[src/hw/cp15_map_pkg.sv]
package cp15_map_pkg;

	typedef logic [31:0] word;
	typedef logic [3:0]  reg_num;
	typedef logic [2:0]  cp_opcode;

	// ##############################
	// Register numbers
	// ##############################

	localparam reg_num CRN_CPUID  = 4'd0;
	localparam reg_num CRN_SYSCFG = 4'd1;
	localparam reg_num CRN_TTBR   = 4'd2;
	localparam reg_num CRN_DOMAIN = 4'd3;
	localparam reg_num CRN_FSR    = 4'd5;
	localparam reg_num CRN_FAR    = 4'd6;

	localparam logic [3:0] CP15_NUM = 4'd15;

	// Class bits 27:24, coprocessor number and bit 4 of an MCR/MRC
	localparam word CP_CLASS_MASK = 32'h0F00_0F10;
	localparam word CP15_CLASS    = {8'h0E, 12'h000, CP15_NUM, 8'h10};

	typedef struct packed {
		logic [3:0] cond;
		logic [3:0] class_hi;      // 4'b1110 for register transfers
		cp_opcode   op1;
		logic       load;          // Set for MRC
		reg_num     crn;
		logic [3:0] rd;
		logic [3:0] cp_num;
		cp_opcode   op2;
		logic       class_lo;
		reg_num     crm;
	} coproc_fields;

	typedef union packed {
		word          raw;
		coproc_fields f;
	} coproc_insn;

	typedef struct packed {
		reg_num   crn;
		reg_num   crm;
		cp_opcode op1;
		cp_opcode op2;
		logic     load;
	} coproc_decode;

endpackage

[src/hw/mmu_format_pkg.sv]
package mmu_format_pkg;

	typedef logic [29:0] ptr;           // Word address
	typedef logic [17:0] mmu_base;      // Table base, bits 31:14

	typedef logic [15:0][1:0] domain_ctrl;

	typedef struct packed {
		logic [3:0] domain;
		logic [3:0] status;
	} fault_status;

	// ##############################
	// System control register
	// ##############################

	typedef struct packed {
		logic [31:14] rsvd_hi;
		logic         v;            // High vectors
		logic [12:2]  rsvd_mid;
		logic         a;            // Alignment check
		logic         m;            // MMU enable
	} syscfg_ctrl;

endpackage

[src/hw/core_cp15_decode.sv]
module core_cp15_decode (
	input  logic                       clk,
	input  logic                       rst_n,
	input  logic                       cp_valid,
	input  cp15_map_pkg::coproc_insn   insn,
	input  cp15_map_pkg::word          read,
	output logic                       transfer,
	output cp15_map_pkg::coproc_decode dec,
	output cp15_map_pkg::word          read_data,
	output logic                       read_valid,
	output logic                       undef
);

	import cp15_map_pkg::*;

	logic is_cp15;
	logic crn_impl;
	logic writes_ro;

	assign is_cp15 = (insn.raw & CP_CLASS_MASK) == CP15_CLASS;

	always_comb begin
		unique case (insn.f.crn)
			CRN_CPUID, CRN_SYSCFG, CRN_TTBR, CRN_DOMAIN, CRN_FSR, CRN_FAR:
				crn_impl = 1'b1;
			default:
				crn_impl = 1'b0;
		endcase
	end

	assign writes_ro = insn.f.crn == CRN_CPUID && !insn.f.load;    // MCR to CPU ID

	assign transfer = cp_valid && is_cp15 && crn_impl && !writes_ro;

	assign dec = '{
		crn:  insn.f.crn,
		crm:  insn.f.crm,
		op1:  insn.f.op1,
		op2:  insn.f.op2,
		load: insn.f.load
	};

	// ##############################
	// Response one cycle later
	// ##############################

	always_ff @(posedge clk or negedge rst_n) begin
		if (!rst_n) begin
			read_valid <= 1'b0;
			undef      <= 1'b0;
		end else begin
			read_valid <= transfer && dec.load;
			undef      <= cp_valid && !transfer;
		end
	end

	always_ff @(posedge clk or negedge rst_n) begin
		if (!rst_n)
			read_data <= '0;
		else if (transfer && dec.load)
			read_data <= read;
	end

	a_insn_known: assert property (@(posedge clk) disable iff (!rst_n)
		cp_valid |-> !$isunknown(insn.raw));

endmodule

[src/hw/core_cp15_syscfg.sv]
module core_cp15_syscfg (
	input  logic                       clk,
	input  logic                       rst_n,
	input  logic                       transfer,
	input  cp15_map_pkg::coproc_decode dec,
	input  cp15_map_pkg::word          write,
	output cp15_map_pkg::word          read,
	output logic                       mmu_enable,
	output logic                       high_vectors,
	output logic                       align_check
);

	import mmu_format_pkg::*;

	syscfg_ctrl ctrl;
	syscfg_ctrl wr;

	assign wr = write;

	always_ff @(posedge clk or negedge rst_n) begin
		if (!rst_n)
			ctrl <= '0;
		else if (transfer && !dec.load)
			ctrl <= '{m: wr.m, a: wr.a, v: wr.v, default: '0};    // Implemented bits only
	end

	assign read = ctrl;

	assign mmu_enable   = ctrl.m;
	assign align_check  = ctrl.a;
	assign high_vectors = ctrl.v;

	a_ctrl_known: assert property (@(posedge clk) disable iff (!rst_n)
		!$isunknown({mmu_enable, high_vectors, align_check}));

endmodule

[src/hw/core_cp15_mmu_regs.sv]
module core_cp15_mmu_regs (
	input  logic                       clk,
	input  logic                       rst_n,
	input  logic                       transfer_ttbr,
	input  logic                       transfer_domain,
	input  cp15_map_pkg::coproc_decode dec,
	input  cp15_map_pkg::word          write,
	output cp15_map_pkg::word          read_ttbr,
	output cp15_map_pkg::word          read_domain,
	output mmu_format_pkg::mmu_base    mmu_ttbr,
	output mmu_format_pkg::domain_ctrl domains
);

	import mmu_format_pkg::*;

	mmu_base    ttbr;
	domain_ctrl dac;

	// ##############################
	// Translation table base
	// ##############################

	always_ff @(posedge clk or negedge rst_n) begin
		if (!rst_n)
			ttbr <= '0;
		else if (transfer_ttbr && !dec.load)
			ttbr <= write[31:14];
	end

	assign read_ttbr = {ttbr, 14'b0};
	assign mmu_ttbr  = ttbr;

	// ##############################
	// Domain access control
	// ##############################

	always_ff @(posedge clk or negedge rst_n) begin
		if (!rst_n)
			dac <= '0;
		else if (transfer_domain && !dec.load)
			dac <= write;
	end

	assign read_domain = dac;
	assign domains     = dac;

endmodule

[src/hw/core_cp15_fault.sv]
module core_cp15_fault (
	input  logic                        clk,
	input  logic                        rst_n,
	input  logic                        transfer_fsr,
	input  logic                        transfer_far,
	input  cp15_map_pkg::coproc_decode  dec,
	input  cp15_map_pkg::word           write,
	input  logic                        fault_register,
	input  mmu_format_pkg::ptr          fault_addr,
	input  mmu_format_pkg::fault_status fault_status_in,
	output cp15_map_pkg::word           read_fsr,
	output cp15_map_pkg::word           read_far
);

	import mmu_format_pkg::*;

	ptr          far_q;
	fault_status fsr_q;

	always_ff @(posedge clk or negedge rst_n) begin
		if (!rst_n) begin
			far_q <= '0;
			fsr_q <= '0;
		end else if (fault_register) begin    // Abort capture beats software
			far_q <= fault_addr;
			fsr_q <= fault_status_in;
		end else begin
			if (transfer_far && !dec.load)
				far_q <= write[31:2];
			if (transfer_fsr && !dec.load)
				fsr_q <= write[7:0];
		end
	end

	assign read_far = {far_q, 2'b00};    // Byte address
	assign read_fsr = {24'b0, fsr_q};

	a_addr_known: assert property (@(posedge clk) disable iff (!rst_n)
		fault_register |-> !$isunknown(fault_addr));

endmodule

[src/hw/core_cp15.sv]
module core_cp15 #(
	parameter cp15_map_pkg::word CPUID = 32'h4107_9200
) (
	input  logic                        clk,
	input  logic                        rst_n,
	input  logic                        transfer,
	input  cp15_map_pkg::coproc_decode  dec,
	input  cp15_map_pkg::word           write,
	input  logic                        fault_register,
	input  mmu_format_pkg::ptr          fault_addr,
	input  mmu_format_pkg::fault_status fault_status_in,
	output cp15_map_pkg::word           read,
	output logic                        mmu_enable,
	output logic                        high_vectors,
	output logic                        align_check,
	output mmu_format_pkg::mmu_base     mmu_ttbr,
	output mmu_format_pkg::domain_ctrl  domains
);

	import cp15_map_pkg::*;

	logic transfer_syscfg;
	logic transfer_ttbr;
	logic transfer_domain;
	logic transfer_fsr;
	logic transfer_far;

	word read_syscfg;
	word read_ttbr;
	word read_domain;
	word read_fsr;
	word read_far;

	assign transfer_syscfg = transfer && dec.crn == CRN_SYSCFG;
	assign transfer_ttbr   = transfer && dec.crn == CRN_TTBR;
	assign transfer_domain = transfer && dec.crn == CRN_DOMAIN;
	assign transfer_fsr    = transfer && dec.crn == CRN_FSR;
	assign transfer_far    = transfer && dec.crn == CRN_FAR;

	core_cp15_syscfg syscfg (
		.read(read_syscfg),
		.transfer(transfer_syscfg),
		.*
	);

	core_cp15_mmu_regs mmu_regs (.*);

	core_cp15_fault fault (.*);

	// ##############################
	// Read mux
	// ##############################

	always_comb begin
		unique case (dec.crn)
			CRN_CPUID:  read = CPUID;
			CRN_SYSCFG: read = read_syscfg;
			CRN_TTBR:   read = read_ttbr;
			CRN_DOMAIN: read = read_domain;
			CRN_FSR:    read = read_fsr;
			CRN_FAR:    read = read_far;
			default:    read = '0;      // Unimplemented
		endcase
	end

endmodule

[src/hw/core_cp15_top.sv]
module core_cp15_top #(
	parameter cp15_map_pkg::word CPUID = 32'h4107_9200
) (
	input  logic                        clk,
	input  logic                        rst_n,
	input  logic                        cp_valid,
	input  cp15_map_pkg::coproc_insn    insn,
	input  cp15_map_pkg::word           write,
	input  logic                        fault_register,
	input  mmu_format_pkg::ptr          fault_addr,
	input  mmu_format_pkg::fault_status fault_status_in,
	output cp15_map_pkg::word           read_data,
	output logic                        read_valid,
	output logic                        undef,
	output logic                        mmu_enable,
	output logic                        high_vectors,
	output logic                        align_check,
	output mmu_format_pkg::mmu_base     mmu_ttbr,
	output mmu_format_pkg::domain_ctrl  domains
);

	import cp15_map_pkg::*;

	logic         transfer;
	coproc_decode dec;
	word          read;

	core_cp15_decode decode (.*);

	core_cp15 #(
		.CPUID(CPUID)
	) cp15 (.*);

endmodule

[config.mk]
export PLATFORM = sky130hd
export DESIGN_NAME = core_cp15_top
export DESIGN_NICKNAME = d
export VERILOG_FILES = /design/src/hw/cp15_map_pkg.sv /design/src/hw/mmu_format_pkg.sv /design/src/hw/core_cp15_decode.sv /design/src/hw/core_cp15_syscfg.sv /design/src/hw/core_cp15_mmu_regs.sv /design/src/hw/core_cp15_fault.sv /design/src/hw/core_cp15.sv /design/src/hw/core_cp15_top.sv
export SDC_FILE = /design/constraint.sdc
export NUM_CORES = 1
export LEC_CHECK = 0
export BUFFER_PORTS_ARGS = -buffer_cell sky130_fd_sc_hd__buf_4
export CAP_MARGIN = 30
export CORE_MARGIN = 1.5
export CORE_UTILIZATION = 55
export CTS_CLUSTER_SIZE = 12
export DETAILED_ROUTE_END_ITERATION = 7
export PLACE_DENSITY_LB_ADDON = 0.2
export SLEW_MARGIN = 20
export SYNTH_ARGS = -nofsm -noshare
export SYNTH_HDL_FRONTEND = slang
export SYNTH_HIERARCHICAL = 1
export SYNTH_SLANG_ARGS = --single-unit
[constraint.sdc]
create_clock -name clk -period 1.5 [get_ports clk]
set_clock_uncertainty 0.05 [all_clocks]
set_input_delay 0.075 -clock clk [delete_from_list [all_inputs] [get_ports clk]]
set_output_delay 0.075 -clock clk [all_outputs]
set_load 0.02 [all_outputs]
# After elaboration in Yosys (flattened, before gate mapping)
# Index checks and enable logic that the tools add are counted.
# totals
in_bits	106
out_inout_bits	87
ff_bits	125
wordCells	61
# classes
eq_ne	6
n_reduce_logical	23
n_mux	6
# op_table
cell	count
case mux 32 bit (6 select lines)	1
two-way mux 30 bit	2
logical AND 1 bit	16
two-way mux 8 bit	2
equality test 9 bit, second input constant	1
equality test 4 x 2 -> 1 bit, second input constant	2
equality test 4 x 3 -> 1 bit, second input constant	2
OR reduction 6 bit	1
equality test 4 x 1 -> 1 bit, second input constant	1
zero test 4 bit	1
nonzero test 2 bit	2
zero test 1 bit	3
two-way mux 1 bit	1

# Depth between registers and ports, before layout
# depth
depth_word	9
mapped_depth	10
depth_no_buf	7

# By module
# The synthesis kept the hierarchy.
# by_module_without_submodules
module	n_inst	area_each_um2	cells_each	seq_area_each_um2
core_cp15_mmu_regs	1	2562.5	173	1251.2
core_cp15_fault	1	2352.3	235	950.9
core_cp15_decode	1	1466.4	97	850.8
core_cp15	1	1382.6	190	0.0
core_cp15_syscfg	1	377.9	40	75.1

# Least setup slack after synthesis
# Ideal clock, no wire load.
# synth_timing
path_kind	in2reg
start	input port cp_valid
end	register cp15.mmu_regs.ttbr[10] (netlist: cp15/mmu_regs/mmu_ttbr[10])
required_ps	1325
setup_ps	125
path_slack_ps	-423
path_stages	8
arrival_ps	1748
path_buffers	2
path_cell_list	nand4_1 or2_2 nor3_1 and3_1 nor2b_1 buf_6 buf_6 mux2_4
# synth_via
elab_chain_len	5
# synth_lines
element	line	rtl
start: declaration	core_cp15_top.sv:6	input logic cp_valid,
logical AND 1 bit (3 in a row)	core_cp15_decode.sv:33	assign transfer = cp_valid && is_cp15 && crn_impl && !writes_ro;
named net transfer	core_cp15_top.sv:24	logic transfer;
logical AND 1 bit	core_cp15.sv:35	assign transfer_ttbr = transfer && dec.crn == CRN_TTBR;
named net cp15.transfer_ttbr	core_cp15.sv:23	logic transfer_ttbr;
logical AND 1 bit	core_cp15_mmu_regs.sv:26	else if (transfer_ttbr && !dec.load)
end signal: assignment	core_cp15_mmu_regs.sv:27	ttbr <= write[31:14];
end: declaration	core_cp15_mmu_regs.sv:16	mmu_base ttbr;
# The timed path passes the listed nets, and every way through them passes these cells.
# A chain may end at the register's enable or synchronous reset.

# Final worst setup path
# layout_timing
start	input port insn[24] (netlist bit)
end	register cp15.mmu_regs.ttbr[5] (netlist: cp15/mmu_regs/mmu_ttbr[5])
# layout_via
elab_chain_len	6
# layout_lines
element	line	rtl
start: declaration	core_cp15_top.sv:7	input cp15_map_pkg::coproc_insn insn,
equality test 9 bit	core_cp15_decode.sv:20	assign is_cp15 = (insn.raw & CP_CLASS_MASK) == CP15_CLASS;
logical AND 1 bit (3 in a row)	core_cp15_decode.sv:33	
named net transfer	core_cp15_top.sv:24	
logical AND 1 bit	core_cp15.sv:35	
named net cp15.transfer_ttbr	core_cp15.sv:23	
logical AND 1 bit	core_cp15_mmu_regs.sv:26	
# The timed path passes the listed nets, and every way through them passes these cells.

==> summary.txt <==
STA
  – Relative slew slack: 0.663
  – Slew Limit Fails: 0
  – Achievable clock frequency: about 0.63 GHz
  – Hold Fails Final Rpt: 0
  – Final setup margin: -0.0896 ns
  – Crit share post-route: 1.06
  – Setup TNS: -1.08 ns
  – Setup-failing EPs final: 23
  – Worst Hold Slack: between 0.08 and 0.09 ns
  – Worst-Margin Slew: about 0.51 ns
  – RSZ-0062 raised after global routing: yes
  – Post-route minimum period: 1.59 ns

Clock network
  – CTS Root Buffer Type: clkbuf_16
  – Clock-pin slew on the worst setup and hold paths: about 0.05 ns
  – H-Tree Depth: 4
  – Clock tree from TritonCTS: yes
  – Cts bufs inserted: 17
  – Clock Sinks: 125
  – CTS Buffer Depth: 2
  – Skew-Pair Late Insertion Delay: 0.42 ns

Route
  – Wire per inst: 20.0 um
  – Via count: 6317
  – Residual DRC: 0
  – Post-DR vias/cell: 5.58
  – Antenna-violating nets left: 0
  – Drt first-iter violations: 412
  – Detailed Routing Iterations Pass 1: 5
  – Total wire length: 22.6 mm

Layout
  – Share of post-route cells with drive strength above 1: 0.388
  – Non-Filler Instances: around 1100
  – Area growth, synth to finish: 31.5%
  – Post-layout util: 0.736
  – Cell area after layout: about 0.011 mm^2
  – Final net count: around 1000
  – Commonest non-fill, non-tap cells in the layout: 212 x buf_4, 125 x dfrtp_1, 72 x dlygate4sd3_1, 69 x conb_1, 52 x nand2_1
  – Commonest non-fill, non-tap cell in the layout: buf_4

Die
  – FP Rows: 44
  – Placeable Area: around 0.014 mm^2
  – Initial Utilization: 0.559
  – DIE AREA: 0.0154 mm^2
  – Ports: between 150 and 200
  – Die W: ~120 um
  – Die Y: 124 um

Run status
  – Outcome: complete, but fails checks
  – Failing checks: setup timing

Place
  – Routability cong.: between 0.8 and 0.9
  – Placed inst area: ~0.009 mm^2
  – Placement Setup Slack: -0.562 ns
  – Detailed Place HPWL: 14.5 mm
  – IO buf count: roughly 170
  – Placed cells: about 1000

Pwr
  – Peak supply drop: between 0.7 and 0.8 mV
  – Total Power: about 9.1 mW
  – Power per cell area: between 800 and 900 mW/mm^2
  – Leak: 5.29 nW

Global routing
  – Grt met3 use: 0.0705
  – First-pass GRT wire length: 34.2 mm
  – Largest net degree at the start of global routing: 43
  – Grt met1 use: 0.368
  – Grt total ovfl: 0
  – Total track usage: 0.297
  – Number of global-route vias before repair: approximately 6500
  – Initial antenna violation count: 1
  – Met2 Usage GRT: 0.504
  – Grt peak-use layer: met2

Critical path
  – Setup crit start kind: input pin
  – Critical path class: input pin to flip-flop
  – Arr. time, crit path: roughly 1.8 ns
  – Worst-path maximum fanout: 9
  – CP required: approximately 1.8 ns
  – Setup crit end kind: flip-flop

Yosys
  – Mean Syn Cell Area: ~11 um^2
  – Syn. warnings: 6
  – Synthesized netlist cell count: 725
  – Post-Syn Area: ~0.0081 mm^2

Worst hold path
  – HP Class: input pin to flip-flop

Flow run
  – Total of max-cap violations: 0
-- metal layers --
metal,vias to the layer above,part of all wire
met2,324,0.51
li1,2828,-
met4,0,0.020
met5,-,0
met1,3124,0.40
met3,41,0.070
-- path summary, 6_finish.rpt --
path | startpoint | end | slack (ns) | cells past startpoint
worst min register to register | decode/read_data[20] | decode/read_data[20] | 0.45 | 1
worst min-delay path | fault_register | cp15/fault/read_fsr[2] | 0.09 | 3
max in group asynchronous | rst_n | decode/read_data[20] | 0.73 | 3
min in group asynchronous | rst_n | cp15/mmu_regs/domains[17] | 0.13 | 2
worst max register to register | cp15/mmu_regs/domains[13] | decode/read_data[13] | 0.17 | 4
worst max-delay path | insn[24] | cp15/mmu_regs/mmu_ttbr[5] | -0.09 | 9
-- state kept, by name, summed over array words and instances (netlist names) --
name                      flops
cp15/fault/read_fsr           8
cp15/fault/far_q             30
cp15/syscfg/high_vectors      1
cp15/mmu_regs/domains        32
decode/undef                  1
cp15/syscfg/align_check       1
decode/read_data             32
cp15/mmu_regs/mmu_ttbr       18
decode/read_valid             1
cp15/syscfg/mmu_enable        1
-- final cells by class --
cell class,count,area [um^2]
antenna,1,2.50
clock buffer,22,474
clock inverter,10,161
fill,987,3810
inverter,41,154
multi-input combinational,446,3790
sequential,125,3130
tap,184,230
timing repair buffer,304,2670
-- power breakdown --
| group | internal [mW] | switching, mW |
|---|---|---|
| Combinational | 0.598 | 0.544 |
| Sequential | 3.47 | 0.0568 |
| Clock | 2.91 | 1.53 |
| Total | 6.98 | 2.13 |
-- worst max-delay path, cell delays in order --
cell and delay, ns:
buf_6 0.08, nand4b_1 0.19, a21o_1 0.23, nor3_4 0.21
buf_6 0.13, and3_4 0.16, nor2b_4 0.23, buf_12 0.19
mux2_2 0.34
-- what timing repair did --
action                                  CTS  global route
gates cloned                              0             2
hold buffers                             72             0
buffers inserted                          0             4
gates resized for setup                   5            11
endpoints found under the hold margin   217             0
endpoints found under the setup margin   38            83
Power figures use the tool's default switching activity.
